$ cat src/rtl/ahb_mtx_consts.svh
`ifndef AHB_MTX_CONSTS_SVH
`define AHB_MTX_CONSTS_SVH

// ----------------------------------------------------------------------
// Bus widths
// ----------------------------------------------------------------------

`define AHB_ADDR_W      32      // HADDR width
`define AHB_DATA_W      32      // HWDATA width
`define AHB_SIZE_W      3       // HSIZE width
`define AHB_BURST_W     3       // HBURST width
`define AHB_PROT_W      4       // HPROT width
`define AHB_MASTER_W    4       // HMASTER width
`define AHB_TRANS_W     2       // HTRANS width

// ----------------------------------------------------------------------
// Output stage port count
// ----------------------------------------------------------------------

// Priority decode in the arbiter is written for exactly three ports
`define AHB_NUM_PORTS   3       // Bus-switch inputs sharing the slave
`define AHB_PORT_W      2       // Bits to hold a port index

// ----------------------------------------------------------------------
// HTRANS encodings
// ----------------------------------------------------------------------

`define HTRANS_IDLE     2'b00   // No transfer
`define HTRANS_BUSY     2'b01   // Burst paused by master
`define HTRANS_NONSEQ   2'b10   // First beat or single
`define HTRANS_SEQ      2'b11   // Following beat of a burst

// A NONSEQ or SEQ both have bit 1 set
`define HTRANS_ACTIVE_BIT 1     // Bit marking a real transfer

`endif

$ cat src/rtl/ahb_mtx_pkg.sv
`default_nettype none

`include "ahb_mtx_consts.svh"

package ahb_mtx_pkg;

  // --------------------------------------------------------------------
  // Field types
  // --------------------------------------------------------------------

  typedef logic [`AHB_ADDR_W-1:0]    haddr_t;     // Address
  typedef logic [`AHB_DATA_W-1:0]    hdata_t;     // Write data
  typedef logic [`AHB_TRANS_W-1:0]   htrans_t;    // Transfer type
  typedef logic [`AHB_SIZE_W-1:0]    hsize_t;     // Transfer size
  typedef logic [`AHB_BURST_W-1:0]   hburst_t;    // Burst type
  typedef logic [`AHB_PROT_W-1:0]    hprot_t;     // Protection control
  typedef logic [`AHB_MASTER_W-1:0]  hmaster_t;   // Master ID

  // Port bookkeeping
  typedef logic [`AHB_PORT_W-1:0]    port_idx_t;  // Input port number
  typedef logic [`AHB_NUM_PORTS-1:0] port_vec_t;  // One bit per input port

  // --------------------------------------------------------------------
  // Address phase bundle
  // --------------------------------------------------------------------

  // Everything a bus-switch input presents in its address phase,
  // routed as one unit through the output stage mux
  typedef struct packed {
    logic     sel;       // HSEL
    haddr_t   addr;      // HADDR
    htrans_t  trans;     // HTRANS
    logic     write;     // HWRITE
    hsize_t   size;      // HSIZE
    hburst_t  burst;     // HBURST, passed through only
    hprot_t   prot;      // HPROT
    hmaster_t master;    // HMASTER
    logic     mastlock;  // HMASTLOCK
  } ahb_addr_t;

endpackage

`default_nettype wire

$ cat src/rtl/ahb_out_arb.sv
`timescale 1ns/1ps
`default_nettype none

`include "ahb_mtx_consts.svh"

module ahb_out_arb
  import ahb_mtx_pkg::*;
(
  input  wire        HCLK,          // AHB system clock
  input  wire        HRESETn,       // Sync reset, active low
  input  port_vec_t  i_sel,         // Per-port HSEL
  input  port_vec_t  i_held_tran,   // Per-port held transfer flag
  input  ahb_addr_t  i_addr,        // Currently routed address phase
  input  wire        i_hready_mux,  // HREADYMUXM feedback
  output port_idx_t  o_addr_port,   // Granted port
  output logic       o_no_port      // No port granted
);

  // ----------------------------------------------------------------------
  // Requests and owner status
  // ----------------------------------------------------------------------

  port_vec_t req;            // Port requests
  logic      any_req;        // At least one port requesting
  port_idx_t win_port;       // Lowest requesting port
  logic      owner_req;      // Current owner still requesting
  logic      owner_burst;    // Owner mid burst
  logic      hsel_lock;      // Lock held across HSEL gaps
  logic      next_hsel_lock; // Next lock register value
  logic      hlock_arb;      // Mastlock as seen by arbitration
  logic      hold_owner;     // Keep current grant

  assign req     = i_sel & i_held_tran;  // Request needs both
  assign any_req = |req;

  // Fixed priority, port 0 first
  always_comb
  begin
    if (req[0])
      win_port = 2'd0;
    else if (req[1])
      win_port = 2'd1;
    else if (req[2])
      win_port = 2'd2;
    else
      win_port = o_addr_port;          // Index left alone when idle
  end

  // Request bit of the granted port
  always_comb
  begin
    case (o_addr_port)
      2'd0    : owner_req = req[0];
      2'd1    : owner_req = req[1];
      2'd2    : owner_req = req[2];
      default : owner_req = 1'b0;
    endcase
  end

  // BUSY or SEQ means the burst is not finished yet
  assign owner_burst = owner_req &
                       ((i_addr.trans == `HTRANS_BUSY) ||
                        (i_addr.trans == `HTRANS_SEQ));

  // ----------------------------------------------------------------------
  // Held-HSEL lock tracking
  // ----------------------------------------------------------------------

  // A master may address another slave mid lock, so HSEL drops while
  // HMASTLOCK stays high; the register remembers the lock started here
  always_comb
  begin
    if (i_addr.sel && i_addr.trans[`HTRANS_ACTIVE_BIT] && i_addr.mastlock)
      next_hsel_lock = 1'b1;           // Locked transfer seen
    else if (!i_addr.mastlock)
      next_hsel_lock = 1'b0;           // Lock sequence over
    else
      next_hsel_lock = hsel_lock;      // Keep during gaps
  end

  always_ff @(posedge HCLK)
  begin
    if (!HRESETn)
      hsel_lock <= 1'b0;
    else if (i_hready_mux)
      hsel_lock <= next_hsel_lock;
  end

  // Mastlock counts only when selected or already locked here
  assign hlock_arb = i_addr.mastlock & (hsel_lock | i_addr.sel);

  // Routed phase is zero with no grant, so neither term fires then
  assign hold_owner = hlock_arb | owner_burst;

  // ----------------------------------------------------------------------
  // Grant register
  // ----------------------------------------------------------------------

  always_ff @(posedge HCLK)
  begin
    if (!HRESETn)
    begin
      o_addr_port <= '0;               // Port 0 after reset
      o_no_port   <= 1'b1;             // Nothing granted
    end
    else if (i_hready_mux)
    begin
      if (!hold_owner)
      begin
        o_addr_port <= win_port;
        o_no_port   <= ~any_req;
      end
    end
  end

endmodule

`default_nettype wire

$ cat src/rtl/ahb_addr_mux.sv
`timescale 1ns/1ps
`default_nettype none

`include "ahb_mtx_consts.svh"

module ahb_addr_mux
  import ahb_mtx_pkg::*;
(
  input  ahb_addr_t  i_addr_ports [0:`AHB_NUM_PORTS-1], // Per-port address phase
  input  port_idx_t  i_addr_port,   // Granted port
  input  wire        i_no_port,     // No port granted
  output ahb_addr_t  o_addr,        // Address phase to slave
  output port_vec_t  o_active       // One-hot active flags
);

  // ----------------------------------------------------------------------
  // Address and control routing
  // ----------------------------------------------------------------------

  // Whole bundle switches together, zeros when idle
  always_comb
  begin
    o_addr = '0;                       // HSELM low by default
    if (!i_no_port)
    begin
      case (i_addr_port)
        2'd0    : o_addr = i_addr_ports[0];
        2'd1    : o_addr = i_addr_ports[1];
        2'd2    : o_addr = i_addr_ports[2];
        default : o_addr = '0;         // Unused index
      endcase
    end
  end

  // ----------------------------------------------------------------------
  // Active flag decode
  // ----------------------------------------------------------------------

  // Tells each bus-switch input it owns the slave address phase
  always_comb
  begin
    o_active = '0;
    if (!i_no_port)
    begin
      case (i_addr_port)
        2'd0    : o_active = 3'b001;
        2'd1    : o_active = 3'b010;
        2'd2    : o_active = 3'b100;
        default : o_active = 3'b000;   // Unused index
      endcase
    end
  end

endmodule

`default_nettype wire

$ cat src/rtl/ahb_data_stage.sv
`timescale 1ns/1ps
`default_nettype none

`include "ahb_mtx_consts.svh"

module ahb_data_stage
  import ahb_mtx_pkg::*;
(
  input  wire        HCLK,          // AHB system clock
  input  wire        HRESETn,       // Sync reset, active low
  input  wire        i_hsel,        // HSELM of current address phase
  input  port_idx_t  i_addr_port,   // Address-phase port
  input  hdata_t     i_wdata_ports [0:`AHB_NUM_PORTS-1], // Per-port write data
  input  wire        i_hreadyout,   // Slave HREADYOUT
  output hdata_t     o_hwdata,      // Write data to slave
  output logic       o_hready_mux   // HREADYMUXM
);

  port_idx_t data_port;   // Port owning the data phase
  logic      slave_sel;   // Slave in its data phase

  // ----------------------------------------------------------------------
  // Data-phase registers
  // ----------------------------------------------------------------------

  // Address phase moves into data phase on each completed transfer
  always_ff @(posedge HCLK)
  begin
    if (!HRESETn)
    begin
      data_port <= '0;
      slave_sel <= 1'b0;
    end
    else if (o_hready_mux)
    begin
      data_port <= i_addr_port;
      slave_sel <= i_hsel;
    end
  end

  // ----------------------------------------------------------------------
  // Write data mux
  // ----------------------------------------------------------------------

  always_comb
  begin
    case (data_port)
      2'd0    : o_hwdata = i_wdata_ports[0];
      2'd1    : o_hwdata = i_wdata_ports[1];
      2'd2    : o_hwdata = i_wdata_ports[2];
      default : o_hwdata = '0;         // Unused index
    endcase
  end

  // ----------------------------------------------------------------------
  // HREADYMUXM generation
  // ----------------------------------------------------------------------

  // Slave drives ready only while it owns a data phase
  assign o_hready_mux = slave_sel ? i_hreadyout : 1'b1;

endmodule

`default_nettype wire

$ cat src/rtl/ahb_out_stage.sv
`timescale 1ns/1ps
`default_nettype none

`include "ahb_mtx_consts.svh"

module ahb_out_stage
  import ahb_mtx_pkg::*;
(
  // Common AHB signals
  input  wire        HCLK,          // AHB system clock
  input  wire        HRESETn,       // Sync reset, active low

  // Bus-switch inputs
  input  ahb_addr_t  i_addr_ports [0:`AHB_NUM_PORTS-1], // Address phases
  input  port_vec_t  i_held_tran,   // Held transfer flags
  input  hdata_t     i_wdata_ports [0:`AHB_NUM_PORTS-1], // Write data

  // Shared slave
  input  wire        i_hreadyout,   // Slave HREADYOUT
  output ahb_addr_t  o_addr,        // Slave address phase
  output hdata_t     o_hwdata,      // Slave write data
  output logic       o_hready_mux,  // HREADYMUXM
  output port_vec_t  o_active       // Per-port active flags
);

  // ----------------------------------------------------------------------
  // Internal wiring
  // ----------------------------------------------------------------------

  port_vec_t port_sel;    // HSEL of each input
  ahb_addr_t sel_addr;    // Routed address phase
  port_idx_t addr_port;   // Granted port
  logic      no_port;     // No grant

  // Gather HSEL bits for the arbiter
  for (genvar p = 0; p < `AHB_NUM_PORTS; p++)
  begin : g_sel
    assign port_sel[p] = i_addr_ports[p].sel;
  end

  assign o_addr = sel_addr;

  // ----------------------------------------------------------------------
  // Arbiter
  // ----------------------------------------------------------------------

  ahb_out_arb u_out_arb (
    .HCLK         (HCLK),
    .HRESETn      (HRESETn),
    .i_sel        (port_sel),
    .i_held_tran  (i_held_tran),
    .i_addr       (sel_addr),
    .i_hready_mux (o_hready_mux),
    .o_addr_port  (addr_port),
    .o_no_port    (no_port)
  );

  // ----------------------------------------------------------------------
  // Address-phase mux
  // ----------------------------------------------------------------------

  ahb_addr_mux u_addr_mux (
    .i_addr_ports (i_addr_ports),
    .i_addr_port  (addr_port),
    .i_no_port    (no_port),
    .o_addr       (sel_addr),
    .o_active     (o_active)
  );

  // ----------------------------------------------------------------------
  // Data-phase stage
  // ----------------------------------------------------------------------

  ahb_data_stage u_data_stage (
    .HCLK          (HCLK),
    .HRESETn       (HRESETn),
    .i_hsel        (sel_addr.sel),
    .i_addr_port   (addr_port),
    .i_wdata_ports (i_wdata_ports),
    .i_hreadyout   (i_hreadyout),
    .o_hwdata      (o_hwdata),
    .o_hready_mux  (o_hready_mux)
  );

endmodule

`default_nettype wire

$ cat config.mk
export PLATFORM = sky130hd
export DESIGN_NAME = ahb_out_stage
export DESIGN_NICKNAME = d
export VERILOG_FILES = /design/src/rtl/ahb_mtx_pkg.sv /design/src/rtl/ahb_out_arb.sv /design/src/rtl/ahb_addr_mux.sv /design/src/rtl/ahb_data_stage.sv /design/src/rtl/ahb_out_stage.sv
export VERILOG_INCLUDE_DIRS = /design/src /design/src/rtl
export SDC_FILE = /design/constraint.sdc
export NUM_CORES = 1
export LEC_CHECK = 0
export BUFFER_PORTS_ARGS = -buffer_cell sky130_fd_sc_hd__buf_2
export CAP_MARGIN = 40
export CORE_AREA = 2 2 131 133
export DETAILED_ROUTE_END_ITERATION = 16
export DIE_AREA = 0 0 133 135
export PLACE_DENSITY = 0.55
export SLEW_MARGIN = 20
export SYNTH_ARGS = -nofsm -noshare
export SYNTH_HDL_FRONTEND = slang
export SYNTH_SLANG_ARGS = --single-unit
$ cat constraint.sdc
create_clock -name HCLK -period 2.48 [get_ports HCLK]
set_clock_uncertainty 0.1 [all_clocks]
set_input_delay 0.496 -clock HCLK [delete_from_list [all_inputs] [get_ports HCLK]]
set_output_delay 0.496 -clock HCLK [all_outputs]
set_load 0.05 [all_outputs]
==> metrics, run 1 <==
RD Place Congestion around 0.76; crit share post-route 0.949; Die Y approximately 140 um; H-tree Lvls 1; Power Dens Cells 361 nW/um2; 1st-pass router iterations 4; Max Cap Viol 0; Worst EP arrival between 1.5 and 2 ns; Final Hold Slack between 0.3 and 0.4 ns; clock slew seen by the registers of the worst setup and hold paths roughly 0.04 ns; final WL 12.7 mm; internal power approximately 800 uW; syn_area_per_cell around 6.1 um2; worst path cell trace buf_4, mux2i_1, o21a_1, a211oi_2, clkbuf_4; initial antenna violation count 0; starting density of the core 0.143; Area Growth Syn to Fin 100%; outcome complete, no violations; Yosys top cell area share 0.350; Crit. End Element primary output; area leader, netlist mux2i_1; CTS buffer count 3; GRT Total Usage 0.129; syn_nets between 600 and 700; starting DRC count in detailed routing about 130; num rows between 40 and 50; met2 Use GR 0.256; # clock sinks 7; post-synthesis compound-gate area fraction 0.233; final critical-path required period approximately 2.4 ns; number of flops mapped to enable cells by yosys 0; ys async rst share 0; CP Class reg -> out; Non-Filler Instances ~940; fin nets about 970; mux contribution to synthesized area 0.350; GR peak layer met2; vias per cell around 4.2; CTS tree built; vias in the first global route approximately 3700; CP max FO 16; top_reg_cell synth dfxtp_1; DP HPWL 10.7 mm; Peak VDD IR ~210 uV; Die Wd about 130 um; pin count of the biggest net entering global routing between 50 and 60; Slew headroom 0.718; Root Driver clkbuf_16; Warnings, synthesis 0; Worst-Skew Late Latency around 0.23 ns; final setup vio count 0; Req. time, crit path approximately 1.9 ns; CP Launch Point u_out_arb.o_addr_port[1]; main combinational cell family by area after synthesis multiplexers; num ports 342; first-pass GRT wire length between 15 and 20 mm; flop2flop setup slack between 0.5 and 0.6 ns; max incr delay on CP roughly 0.53 ns; Adder-Cell Fraction of Synth Area 0; flop and latch count out of synthesis 7; Reg-to-Reg Start u_out_arb.o_addr_port[0]; Synth Area in XOR/XNOR 0; Final Util 0.286; Post-DRT Antenna Nets 0; DR vias between 3000 and 4000; Leakage Power 2.34 nW; Synth Area in Simple Gates 0.277; Setup TNS 0 ns; Bufs on Longest Clock Path 2; unrepaired setup endpoints after global routing no; top cells by area, synth mux2i_1, nor2_1, a21oi_1; Core Region around 16000 um2; CP max-delay cell dfxtp_4; worst-margin pin slew 0.418 ns; NetSw roughly 900 uW; CP Launch Type flip-flop; DR WL/cell about 14 um; Peak Freq ~420 MHz; Critical Path Sink o_addr[50]; reg2reg path depth 7; # DRC 0; routing usage on met1 0.142; M3 GR Usage 0.0259; register area share after synthesis 0.0597; GR Overflow Total 0; Max Slew Vio Count 0; Hold Fails Final Rpt 0; Sw Share 0.526; mapped cell area about 2300 um2; ratio of cells with drive above 1 in the final layout 0.534; Gate power share 0.754; Tightest Hold Check Type reg -> reg; Syn Inst Count 386; Yosys cell types 33; sequential power share 0.083; Ant. Diodes 0; Placed Cells a little over 900; Port Buf Inserts 341; capturing point of the worst reg2reg path u_out_arb.o_addr_port[1]; total die area around 18000 um2; clock share of power 0.163; Pwr Total around 1.7 mW
power by group through the flow:
stage / sequential (mW) / combinational, mW / clock, mW
detailed placement: 0.147 / 1.27 / 0
CTS: 0.142 / 1.28 / 0.281
global placement: 0.147 / 1.27 / 0
global route: 0.143 / 1.37 / 0.289
floorplan: 0.123 / 0.802 / 0
finish: 0.141 / 1.28 / 0.277
through the flow:
stage	worst slack [ns]	cell area [um2]
CTS	0.0317	4630
finish	0.126	4690
global route	0.0190	4690
global placement	0.203	4540
detailed placement	0.200	4540
floorplan	0.134	2360
state kept, by name, summed over array words and instances (netlist names):
signal                  flops
u_out_arb.o_addr_port       2
u_data_stage.data_port      2
u_out_arb.o_no_port         1
u_data_stage.slave_sel      1
u_out_arb.hsel_lock         1
cell type report:
cell class	instances	area [um2]
Tap cell	220	275
Timing Repair Buffer	364	2130
Fill cell	1832	11700
Sequential cell	7	148
Inverter	2	7.51
Clock buffer	4	78.8
Multi-Input combinational cell	339	2050
synth_stat cells, types with 2 or more instances:
cell	n
a211o_1	2
a21boi_0	2
a21oi_1	50
buf_1	5
buf_2	12
buf_4	2
buf_6	2
clkbuf_1	17
dfxtp_1	7
inv_1	2
mux2i_1	82
nand2_1	43
nand3_1	4
nand3b_1	2
nor2_1	97
nor2b_1	4
nor3b_1	2
o21a_1	3
o21ai_0	34
metal layers:
layer | vias up | wire, um
met5 | - | 0
met4 | 0 | 174
met3 | 10 | 1230
met2 | 230 | 6550
met1 | 1700 | 4790
li1 | 1987 | -
cell families (layout without fill, tap and decap cells):
group | after synthesis | after routing
AOI/OAI and AO/OA | 99 | 99
and+or+nand+nor | 158 | 158
muxes | 82 | 82
DFF | 7 | 7
buffers and inverters | 40 | 370
repair_timing:
item,CTS,global route
hold buffers,0,0
gates resized for setup,1,2
setup buffers,1,7
setup endpoints to repair,7,7
gates cloned,0,0
cell usage in the layout (no fill, tap or decap), types with 2 or more instances in the layout:
master     synthesis  layout
nand2_1           43      43
a21boi_0           2       2
dfxtp_2            0       3
inv_1              2       2
buf_2             12     328
o21ai_0           34       5
nor2_1            97      96
buf_12             0      17
nor3b_2            0       2
clkbuf_16          0       3
nand3b_1           2       2
dfxtp_1            7       3
o21ai_1            0      29
nor2b_1            4       2
nand3_1            4       4
buf_4              2      17
o21a_1             3       3
a21oi_1           50      50
a211o_1            2       2
mux2i_1           82      82
worst min-delay path by stage:
| stage | startpoint | end | slack [ns] | depth (start not counted) |
|---|---|---|---|---|
| after floorplan | u_out_arb.hsel_lock | u_out_arb.hsel_lock | 0.35 | 2 |
| final | u_out_arb.hsel_lock | u_out_arb.hsel_lock | 0.38 | 2 |
| after global routing | u_out_arb.hsel_lock | u_out_arb.hsel_lock | 0.42 | 2 |
| after detailed placement | u_out_arb.hsel_lock | u_out_arb.hsel_lock | 0.38 | 2 |
| after global placement | u_out_arb.hsel_lock | u_out_arb.hsel_lock | 0.37 | 2 |
| after CTS | u_out_arb.hsel_lock | u_out_arb.hsel_lock | 0.39 | 2 |
worst max-delay path: cells and delay by family (launching register included):
| family | cells | cell delay (ns) |
|---|---|---|
| compound gates | 2 | 0.43 |
| buf+inv | 2 | 0.48 |
| mux | 1 | 0.09 |
| flops | 1 | 0.53 |
(Power assumes the default switching activity.)
==> run 2: changes to the inputs <==
CORE_AREA = 2 2 133 135   (was 2 2 131 133)
DIE_AREA = 0 0 135 137   (was 0 0 133 135)
PLACE_DENSITY = 0.6   (was 0.55)
SETUP_SLACK_MARGIN = 0.2   (was unset)
SYNTH_HIERARCHICAL = 1   (was unset)
==> run 2 against run 1 <==
Effect of this change: non-clock buffer count grew 6; wire length grew 11%; final cell count up 0.53%; clock power increased by 4%; combinational power grew 14%; critical endpoint is now o_addr[5]; largest cell class is now multi-input gates; largest power group unchanged; highest routed layer is now met5.
==> metrics, run 2 <==
outcome complete, no violations; number of flops mapped to enable cells by yosys 0 (unchanged); ratio of cells with drive above 1 in the final layout 0.677 (+0.144); Setup TNS 0 ns (unchanged); Peak VDD IR 163 uV (-22%); fill count 1860 (+1.5%); final WL 14.2 mm (+11%); crit share post-route 0.906 (-0.0426); Bufs on Longest Clock Path 2 (unchanged); leading registers by flop count u_data_stage/data_port (2), u_out_arb/o_addr_port (2); Reg area 155 um2 (+5.1%); DR vias 4176 (+6.3%); clock slew seen by the registers of the worst setup and hold paths 0.04 ns (about the same); RD Place Congestion 0.771 (+1.9%); clock share of power 0.151 (-0.012); vias per cell 4.44 (+5.8%); mapped cell area 3280 um2 (+40%); Port Buf Inserts 341 (unchanged); syn_area_per_cell 8.45 um2 (+39%); Die Y 137 um (+1.5%); flop and latch count out of synthesis 7 (unchanged); Final Hold Slack 0.376 ns (-0.00276 ns); Die Wd 135 um (+1.5%); GR Overflow Total 0 (unchanged); DP HPWL 11.4 mm (+6.4%); pin count of the biggest net entering global routing 43 (-20%); worst-margin pin slew 0.557 ns (+0.139 ns); top cells by area, synth a211oi_2, mux2i_1, nor2b_1; Max Cap Viol 0 (unchanged); count leader, synth a211oi_2; Leakage Power 2.44 nW (+4.0%); 1st-pass router iterations 4 (unchanged); Ant. Diodes 0 (unchanged); Sw Share 0.541 (+0.0155); met2 Use GR 0.254 (-0.00238); Hold Fails Final Rpt 0 (unchanged); internal power 878 uW (+9.2%); final setup vio count 0 (unchanged); Peak Freq 445 MHz (+4.7%); CP max-delay cell dfxtp_4; register area share after synthesis 0.0427 (-0.0170); # clock sinks 7 (unchanged); Worst EP arrival 1.65 ns (-0.11 ns); Synth top cells by count a211oi_2, nor2b_1, nand2b_1; most frequent cells in the layout buf_2, a211oi_2, nor2b_1; top_reg_cell synth dfxtp_1; # DRC 0 (unchanged); Power Dens Cells 351 nW/um2 (-2.9%); most common cell after layout, fill and taps aside buf_2; CTS tree built; Final Util 0.320 (+0.0339); Tightest Hold Check Type reg -> reg; max incr delay on CP 0.40 ns (-0.13 ns); Max Slew Vio Count 0 (unchanged); Area Growth Syn to Fin 66.5%; Root Driver clkbuf_16; first-pass GRT wire length 19.5 mm (+3.0%); starting density of the core 0.192 (+0.0492); num rows 48 (+2.1%); CTS buffer count 3 (unchanged); initial antenna violation count 4 (+4); routing usage on met1 0.139 (-0.00344); worst path cell trace buf_4, buf_4, nor2b_1, a211oi_2, a211oi_2, buf_2; final critical-path required period 2.25 ns (-0.106 ns); M3 GR Usage 0.0422 (+0.0163); starting DRC count in detailed routing 120 (-9.8%); Yosys top cell area share 0.363 (+0.0127); multi-input combinational cell area 2780 um2 (+35%); Core Region 17100 um2 (+4.0%); NetSw 1.04 mW (+16%); Worst-Skew Late Latency 0.24 ns (about the same); H-tree Lvls 1 (unchanged); Req. time, crit path 1.88 ns (about the same); ys async rst share 0 (unchanged); Slew headroom 0.629 (-0.0896); GR peak layer met2; Syn Inst Count 388 (+0.52%); Post-DRT Antenna Nets 0 (unchanged); Gate power share 0.765 (+0.011); CP Class reg -> out; area leader, netlist a211oi_2; vias in the first global route 3852 (+3.5%); CP Launch Type flip-flop; Pwr Total 1.91 mW (+13%); unrepaired setup endpoints after global routing yes; total die area 18500 um2 (+3.0%); num ports 342 (unchanged); DR WL/cell 15.1 um (+11%); fin nets 972 (unchanged); Crit. End Element primary output; Warnings, synthesis 6 (+6); sequential power share 0.084 (about the same); Yosys cell types 35 (+6.1%); syn_nets 643 (+0.31%); CP max FO 10 (-6); GRT Total Usage 0.134 (+0.00473)
==> run 2: area by class of cell <==
cell class / count / share of cell area
Multi-Input combinational cell: 332 / 0.509
Timing Repair Buffer: 370 / 0.395
Tap cell: 225 / 0.0516
Sequential cell: 7 / 0.0284
Clock buffer: 4 / 0.0144
Inverter: 3 / 0.00206
==> run 2: stage by stage <==
stage,instances,instance area (um2),setup WS [ns]
6_report,941,5460,0.232
5_1_grt,941,5460,0.154
4_1_cts,935,5240,0.121
3_5_place_dp,926,5120,0.206
3_3_place_gp,926,5120,0.229
2_1_floorplan,388,3330,0.243
==> run 2: kinds of logic (layout without fill, tap and decap cells) <==
family	Yosys count	after routing	share of synthesized area
AOI/OAI and AO/OA	145	145	0.452
DFF	7	7	0.0427
and+or+nand+nor	153	153	0.269
muxes	34	34	0.104
buffers and inverters	49	377	0.132
==> run 2: routing by layer <==
| layer | share of wire | routed length, um |
|---|---|---|
| met4 | 0.024 | 345 |
| met2 | 0.50 | 7100 |
| met5 | 0.0032 | 46 |
| met1 | 0.37 | 5280 |
| met3 | 0.10 | 1420 |
==> run 2: power groups by stage <==
stage / clock [mW] / sequential, mW / combinational [mW]
after floorplan: 0 / 0.126 / 1.04
after global placement: 0 / 0.175 / 1.38
after detailed placement: 0 / 0.173 / 1.40
after CTS: 0.304 / 0.165 / 1.42
after global routing: 0.309 / 0.166 / 1.56
final: 0.289 / 0.161 / 1.46
==> run 2: final timing paths <==
check,startpoint,end,slack [ns],cells after the start
worst min-delay path,u_out_arb/hsel_lock,u_out_arb/hsel_lock,0.38,2
worst min register to register,u_out_arb/hsel_lock,u_out_arb/hsel_lock,0.38,2
worst max-delay path,u_out_arb/o_addr_port[1],o_addr[5],0.23,6
worst max register to register,u_out_arb/o_addr_port[1],u_out_arb/o_addr_port[1],0.33,8
==> run 2: repair_timing <==
item / 4_1_cts / 5_1_grt
gates resized for setup: 3 / 61
endpoints found under the setup margin: 38 / 31
setup buffers: 5 / 4
pin swaps: 0 / 3
hold buffers: 0 / 0
gates cloned: 0 / 2
==> run 2: worst max-delay path: cells and delay by family (launching register included) <==
family / cells / cell delay (ns)
AOI/OAI and AO/OA: 2 / 0.24
DFF: 1 / 0.40
and+or+nand+nor: 1 / 0.14
buffers and inverters: 3 / 0.64
